[config.mk]
export PLATFORM = sky130hd
export DESIGN_NAME = img_gradient
export DESIGN_NICKNAME = d
export VERILOG_FILES = /design/src/source/grad_pkg.sv /design/src/source/grad_calc.sv /design/src/source/img_gradient.sv /design/src/source/img_scan.sv /design/src/source/row_delay.sv
export SDC_FILE = /design/constraint.sdc
export NUM_CORES = 2
export LEC_CHECK = 0
export BUFFER_PORTS_ARGS = -buffer_cell sky130_fd_sc_hd__buf_4
export CORE_MARGIN = 2
export CORE_UTILIZATION = 35
export CTS_CLUSTER_SIZE = 25
export DETAILED_ROUTE_END_ITERATION = 16
export PLACE_DENSITY_LB_ADDON = 0.25
export SYNTH_ARGS = -nofsm -noshare
export SYNTH_HDL_FRONTEND = slang
export SYNTH_SLANG_ARGS = --single-unit
export TNS_END_PERCENT = 100
[constraint.sdc]
create_clock -name clk -period 59.2 [get_ports clk]
set_input_delay 5.92 -clock clk [delete_from_list [all_inputs] [get_ports clk]]
set_output_delay 5.92 -clock clk [all_outputs]
set_load 0.02 [all_outputs]
[src/source/grad_pkg.sv]
package grad_pkg;

    // ------------------------------
    // image geometry
    // ------------------------------
    localparam int img_w      = 256;
    localparam int img_h      = 256;
    localparam int img_pixels = img_w * img_h;

    // field widths
    localparam int pixel_w = 8;
    localparam int coord_w = 8;
    localparam int addr_w  = 16;
    localparam int diff_w  = 10;

    // ------------------------------
    // data types
    // ------------------------------
    typedef logic [pixel_w-1:0] pixel_t;
    typedef logic [addr_w-1:0] addr_t;
    typedef logic [coord_w-1:0] coord_t;
    typedef logic signed [diff_w-1:0] diff_t;

    // horizontal difference in the upper half, vertical in the lower
    typedef logic [2*diff_w-1:0] grad_t;

    // scanner states
    typedef enum logic [1:0] {
        idle,
        read_rows,
        flush_row,
        finish
    } scan_state_t;

endpackage

[src/source/grad_calc.sv]
`timescale 1ns/100ps

module grad_calc (
    input  logic              clk,
    input  logic              reset,
    input  logic              tap_valid,
    input  grad_pkg::coord_t  tap_col,
    input  grad_pkg::coord_t  tap_row,
    input  grad_pkg::pixel_t  tap_here,
    input  grad_pkg::pixel_t  tap_right,
    input  grad_pkg::pixel_t  tap_below,
    output logic              grad_wr,
    output grad_pkg::addr_t   grad_addr,
    output grad_pkg::grad_t   grad_do
);

    // zero-extended operands
    grad_pkg::diff_t here_ext;
    grad_pkg::diff_t right_ext;
    grad_pkg::diff_t below_ext;

    // raw and edge-corrected differences
    grad_pkg::diff_t dx_raw;
    grad_pkg::diff_t dy_raw;
    grad_pkg::diff_t dx;
    grad_pkg::diff_t dy;

    logic last_col;
    logic last_row;

    // ------------------------------
    // differences
    // ------------------------------
    assign last_col = (tap_col == grad_pkg::coord_t'(grad_pkg::img_w - 1));
    assign last_row = (tap_row == grad_pkg::coord_t'(grad_pkg::img_h - 1));

    always_comb begin
        here_ext  = grad_pkg::diff_t'({2'b00, tap_here});
        right_ext = grad_pkg::diff_t'({2'b00, tap_right});
        below_ext = grad_pkg::diff_t'({2'b00, tap_below});

        // range is -255..255, fits in 10 bits signed
        dx_raw = right_ext - here_ext;
        dy_raw = below_ext - here_ext;

        // right neighbour at the last column belongs to the next row
        if (last_col) begin
            dx = '0;
        end else begin
            dx = dx_raw;
        end

        // below the last row is flush data
        if (last_row) begin
            dy = '0;
        end else begin
            dy = dy_raw;
        end
    end

    // ------------------------------
    // write register
    // ------------------------------
    always_ff @(posedge clk) begin
        if (reset) begin
            grad_wr <= 1'b0;
        end else begin
            grad_wr <= tap_valid;
        end
    end

    always_ff @(posedge clk) begin
        grad_addr <= {tap_row, tap_col};
        grad_do   <= {dx, dy};
    end

endmodule

[src/source/img_gradient.sv]
`timescale 1ns/100ps

module img_gradient (
    input  logic              clk,
    input  logic              reset,
    input  logic              start,
    input  grad_pkg::pixel_t  img_di,
    output logic              img_rd,
    output grad_pkg::addr_t   img_addr,
    output logic              grad_wr,
    output grad_pkg::addr_t   grad_addr,
    output grad_pkg::grad_t   grad_do,
    output logic              done
);

    // tagged incoming pixel
    logic              pix_valid;
    logic              pix_flush;
    grad_pkg::coord_t  pix_col;
    grad_pkg::coord_t  pix_row;

    // delay line taps
    logic              tap_valid;
    grad_pkg::coord_t  tap_col;
    grad_pkg::coord_t  tap_row;
    grad_pkg::pixel_t  tap_here;
    grad_pkg::pixel_t  tap_right;
    grad_pkg::pixel_t  tap_below;

    // ------------------------------
    // scanner
    // ------------------------------
    img_scan u_scan (
        .clk       (clk),
        .reset     (reset),
        .start     (start),
        .img_rd    (img_rd),
        .img_addr  (img_addr),
        .pix_valid (pix_valid),
        .pix_flush (pix_flush),
        .pix_col   (pix_col),
        .pix_row   (pix_row),
        .done      (done)
    );

    // one row of history
    row_delay u_delay (
        .clk       (clk),
        .reset     (reset),
        .pix_valid (pix_valid),
        .pix_flush (pix_flush),
        .pix_col   (pix_col),
        .pix_row   (pix_row),
        .img_di    (img_di),
        .tap_valid (tap_valid),
        .tap_col   (tap_col),
        .tap_row   (tap_row),
        .tap_here  (tap_here),
        .tap_right (tap_right),
        .tap_below (tap_below)
    );

    // differences and memory write
    grad_calc u_calc (
        .clk       (clk),
        .reset     (reset),
        .tap_valid (tap_valid),
        .tap_col   (tap_col),
        .tap_row   (tap_row),
        .tap_here  (tap_here),
        .tap_right (tap_right),
        .tap_below (tap_below),
        .grad_wr   (grad_wr),
        .grad_addr (grad_addr),
        .grad_do   (grad_do)
    );

endmodule

[src/source/img_scan.sv]
`timescale 1ns/100ps

module img_scan (
    input  logic              clk,
    input  logic              reset,
    input  logic              start,
    output logic              img_rd,
    output grad_pkg::addr_t   img_addr,
    output logic              pix_valid,
    output logic              pix_flush,
    output grad_pkg::coord_t  pix_col,
    output grad_pkg::coord_t  pix_row,
    output logic              done
);

    grad_pkg::scan_state_t state;
    grad_pkg::coord_t      col_cnt;
    grad_pkg::coord_t      row_cnt;

    // a pixel slot is issued this cycle, read or flush
    logic issue;
    logic flush_issue;
    logic last_col;

    // mirrors the write register in grad_calc
    logic wr_pend;

    // ------------------------------
    // address and strobes
    // ------------------------------
    assign img_addr    = {row_cnt, col_cnt};
    assign img_rd      = (state == grad_pkg::read_rows);
    assign flush_issue = (state == grad_pkg::flush_row);
    assign issue       = img_rd || flush_issue;
    assign last_col    = (col_cnt == grad_pkg::coord_t'(grad_pkg::img_w - 1));

    // ------------------------------
    // scan state machine
    // ------------------------------
    always_ff @(posedge clk) begin
        if (reset) begin
            state   <= grad_pkg::idle;
            col_cnt <= '0;
            row_cnt <= '0;
            done    <= 1'b0;
        end else begin
            case (state)
                grad_pkg::idle: begin
                    // start only honoured here, so a busy engine ignores it
                    if (start) begin
                        state   <= grad_pkg::read_rows;
                        col_cnt <= '0;
                        row_cnt <= '0;
                        done    <= 1'b0;
                    end
                end

                grad_pkg::read_rows: begin
                    col_cnt <= col_cnt + 1'b1;
                    if (last_col) begin
                        row_cnt <= row_cnt + 1'b1;
                    end
                    // row counter wraps to 0, which tags the flush row
                    if (img_addr == grad_pkg::addr_t'(grad_pkg::img_pixels - 1)) begin
                        state <= grad_pkg::flush_row;
                    end
                end

                grad_pkg::flush_row: begin
                    col_cnt <= col_cnt + 1'b1;
                    if (last_col) begin
                        state <= grad_pkg::finish;
                    end
                end

                grad_pkg::finish: begin
                    // last flush pixel now sits in the write register
                    if (!pix_valid && wr_pend) begin
                        done  <= 1'b1;
                        state <= grad_pkg::idle;
                    end
                end

                default: begin
                    state <= grad_pkg::idle;
                end
            endcase
        end
    end

    // ------------------------------
    // tag for returning data
    // ------------------------------
    always_ff @(posedge clk) begin
        if (reset) begin
            pix_valid <= 1'b0;
            pix_flush <= 1'b0;
            wr_pend   <= 1'b0;
        end else begin
            pix_valid <= issue;
            pix_flush <= flush_issue;
            wr_pend   <= pix_valid;
        end
    end

    // coordinates of the pixel arriving next cycle
    always_ff @(posedge clk) begin
        pix_col <= col_cnt;
        pix_row <= row_cnt;
    end

endmodule

[src/source/row_delay.sv]
`timescale 1ns/100ps

module row_delay (
    input  logic              clk,
    input  logic              reset,
    input  logic              pix_valid,
    input  logic              pix_flush,
    input  grad_pkg::coord_t  pix_col,
    input  grad_pkg::coord_t  pix_row,
    input  grad_pkg::pixel_t  img_di,
    output logic              tap_valid,
    output grad_pkg::coord_t  tap_col,
    output grad_pkg::coord_t  tap_row,
    output grad_pkg::pixel_t  tap_here,
    output grad_pkg::pixel_t  tap_right,
    output grad_pkg::pixel_t  tap_below
);

    // pixel entering the chain, zero during the flush row
    grad_pkg::pixel_t pix_in;

    // line_q[k] holds the pixel k positions before the incoming one
    grad_pkg::pixel_t line_q [1:grad_pkg::img_w];

    assign pix_in = pix_flush ? '0 : img_di;

    // ------------------------------
    // line buffer
    // ------------------------------
    always_ff @(posedge clk) begin
        if (reset) begin
            for (int k = 1; k <= grad_pkg::img_w; k++) begin
                line_q[k] <= '0;
            end
        end else if (pix_valid) begin
            line_q[1] <= pix_in;
            for (int k = 2; k <= grad_pkg::img_w; k++) begin
                line_q[k] <= line_q[k-1];
            end
        end
    end

    // ------------------------------
    // taps
    // ------------------------------
    // one row back is the pixel above, one less is its right neighbour
    assign tap_here  = line_q[grad_pkg::img_w];
    assign tap_right = line_q[grad_pkg::img_w - 1];
    assign tap_below = pix_in;

    // row 0 has nothing above it, so no output yet
    assign tap_valid = pix_valid && (pix_flush || (pix_row != '0));

    // flush row carries row 0, so minus one lands on the last row
    assign tap_col = pix_col;
    assign tap_row = pix_row - 1'b1;

endmodule

==> impl_metrics.env <==
export IMPL_r2r_slack_ns=53.60
export IMPL_cts_buffer_depth=3
export IMPL_design_area_um2=88500
export IMPL_die_y_um=477
export IMPL_synth_nets=4672
export IMPL_holdPathStages=0
export IMPL_io_pins=66
export IMPL_cp_slowest_stage_delay_ns=0.95
export IMPL_tritoncts="done"
export IMPL_r2r_end="u_delay.line_q[0][749]"
export IMPL_cts_sinks=2121
export IMPL_synth_cells=4635
export IMPL_final_min_clock_period_ns=10.57
export IMPL_async_flop_share_pct=0
export IMPL_cp_startpoint="reset"
export IMPL_status="finished clean"
export IMPL_total_power_mw=3.88
export IMPL_grt_max_degree=306
export IMPL_final_cell_mix="edfxtp_1 (2048), and2_1 (2046), clkbuf_16 (216), buf_4 (103), dfxtp_1 (73)"
export IMPL_yosysSeqAreaShare_pct=80.5
export IMPL_finalSetupViolCount=0
export IMPL_hold_end="u_calc.grad_addr[1]"
export IMPL_ys_ff_latch=2121
export IMPL_globalplace_congestion=0.710
export IMPL_synth_top_area_share_pct=78.6
export IMPL_cts_max_level=4
export IMPL_min_path_type="reg2reg"
export IMPL_drt_pass1_iterations=5
export IMPL_grtUsageTotal_pct=9.33
export IMPL_fin_crit_sh_pct=17.9
export IMPL_irDropWorstVdd_mv=0.0251
export IMPL_yosysWarnings=0
export IMPL_min_delay_start="u_scan.pix_col[1]"
export IMPL_clk_pin_slew_worst_paths_ns=0.06
export IMPL_path_cells="buf_4, or2_4, buf_4, buf_4, buf_4, buf_4, buf_4"
export IMPL_final_util_pct=39.9
export IMPL_port_buffers=65
export IMPL_drt_iter0_markers=2771
export IMPL_path_max_fanout=84
export IMPL_placedInstanceArea_um2=81900
export IMPL_post_route_drc_count=0
export IMPL_hpwl_um=47000
export IMPL_rows=173
export IMPL_cp_slowest_cell="buf_4"
export IMPL_slew_violations=0
export IMPL_area_growth_pct=13.2
export IMPL_critical_path_buf_inv_count=6
export IMPL_tightest_slew_ns=1.15
export IMPL_pwr_density_cell_nw_per_um2=43.9
export IMPL_finalClockSkew_ns=0.0366
export IMPL_grt_overflow_total=0
export IMPL_ctsRootBufferMaster="clkbuf_16"
export IMPL_syn_area_um2=78200
export IMPL_leakage_nw=32.6
export IMPL_netlist_top_cell_by_area="edfxtp_1"
export IMPL_postSynthAreaPerCell_um2=16.9
export IMPL_rsz0062_at_grt="no"
export IMPL_cts_setup_buffers=0
export IMPL_critPathLaunchType="primary input"
export IMPL_grt_pass1_vias=32915
export IMPL_finalSetupTns_ns=0
export IMPL_grt_pass1_wl_um=179000
export IMPL_ys_top_cells_by_area="edfxtp_1 (79%), and2_1 (16%), dfxtp_1 (1.9%)"
export IMPL_cp_common_cell="buf_4"
export IMPL_ff2ff_path_depth=6
export IMPL_crit_required_ns=59.59
export IMPL_critPathKind="in2reg"
export IMPL_cp_end_kind="flip-flop"
export IMPL_final_nets=4760
export IMPL_antenna_found_initial=2
export IMPL_core_area_um2=222000
export IMPL_drt_vias_per_instance=4.29
export IMPL_hold_buffers=0
export IMPL_layout_commonest_cell="edfxtp_1"
export IMPL_r2r_start="u_scan.pix_valid"
export IMPL_initial_core_util_pct=35.2
export IMPL_cts_resized=0
export IMPL_synth_flop_cell="edfxtp_1"
export IMPL_finalHoldViolCount=0
export IMPL_cts_made_buffers=212
export IMPL_maxCapViolCount=0
export IMPL_die_w_um=477
export IMPL_worstSkewPairLatency_ns=0.81
export IMPL_critPathTopFamily="buffers and inverters"
export IMPL_dieArea_um2=227000
export IMPL_layout_drive_gt1_share_pct=8.16
export IMPL_wirelength_um=108000
export IMPL_maxSlewHeadroom_pct=23.1
export IMPL_fmax_mhz=94.6
export IMPL_cp_arrival_ns=10.96
export IMPL_synthDistinctLibCells=48
export IMPL_wl_per_cell_um=13.7
export IMPL_ant_nets=0
export IMPL_synth_edf_count=2048
export IMPL_vias=33749
## sequential cells by signal, summed over array words and instances (netlist names)
| signal | cells |
|---|---|
| u_scan.pix_row | 8 |
| u_scan.state | 2 |
| u_scan.pix_valid | 1 |
| u_calc.grad_addr | 16 |
| u_calc.grad_do | 18 |
| u_scan.pix_col | 8 |
| u_scan.wr_pend | 1 |
| u_scan.done | 1 |
| u_scan.pix_flush | 1 |
| u_calc.grad_wr | 1 |
| u_scan.row_cnt | 8 |
| u_delay.line_q | 2048 |
| u_scan.col_cnt | 8 |
## per-stage QoR
step                      hold WS, ns  cells  setup slack [ns]
after floorplan                 0.330   4635             27.25
final                           0.350   7876             48.63
after global routing            0.356   7876             48.24
after detailed placement        0.341   7484             47.75
after CTS                       0.351   7875             48.61
after global placement          0.337   7484             47.86
## synthesized netlist by cell type (2+ instances only)
library cell / number
a211oi_1: 5
a21boi_0: 2
a21oi_1: 10
and2_1: 2046
and3_1: 3
buf_4: 2
clkbuf_1: 227
dfxtp_1: 73
edfxtp_1: 2048
fa_1: 2
ha_1: 24
inv_1: 19
nand2_1: 16
nand2b_1: 7
nand3_1: 6
nand4_1: 8
nor2_1: 38
nor2b_1: 16
nor3_1: 8
o21a_1: 9
o21ai_0: 13
o31a_1: 2
o41ai_1: 2
or2_2: 3
or3_1: 6
xnor2_1: 4
xor2_1: 15
## worst max-delay path by stage
| stage | endpoint | slack (ns) | depth (start not counted) |
|---|---|---|---|
| 2_1_floorplan | u_delay.line_q[0][1000] | 27.25 | 2 |
| 3_3_place_gp | u_delay.line_q[0][785] | 47.86 | 7 |
| 3_5_place_dp | u_delay.line_q[0][777] | 47.75 | 7 |
| 4_1_cts | u_delay.line_q[0][761] | 48.61 | 7 |
| 5_1_grt | u_delay.line_q[0][713] | 48.24 | 7 |
| 6_report | u_delay.line_q[0][749] | 48.63 | 7 |
## area by class of cell
type	count	area (um2)
clock inverters	107	948
repair buffers	105	813
multi-input cells	2264	14300
fillers	20365	134000
well taps	2975	3720
flip-flops and latches	2121	63000
inverters	19	78.8
diodes	1	2.50
clock buffers	284	5690
## report_power, final
part,switching (mW),internal [mW]
registers,0.0850,2.11
logic,0.289,0.111
clock network,0.553,0.734
## per-layer routing
metal	GRT usage [%]	wire [um]	vias to the layer above
li1	-	-	16314
met1	15.1	58900	16871
met2	11.9	42400	333
met3	2.14	3810	231
met4	3.28	2820	0
met5	0	0	-
## logic make-up after synthesis
logic type | synth area share [%]
compound gates | 0.515
xor+xnor | 0.213
fa+ha+maj | 0.435
buf+inv | 1.22
flops | 80.5
mux | 0.0272
simple gates | 17.1
Note: power is estimated with default switching activity, not from simulation.
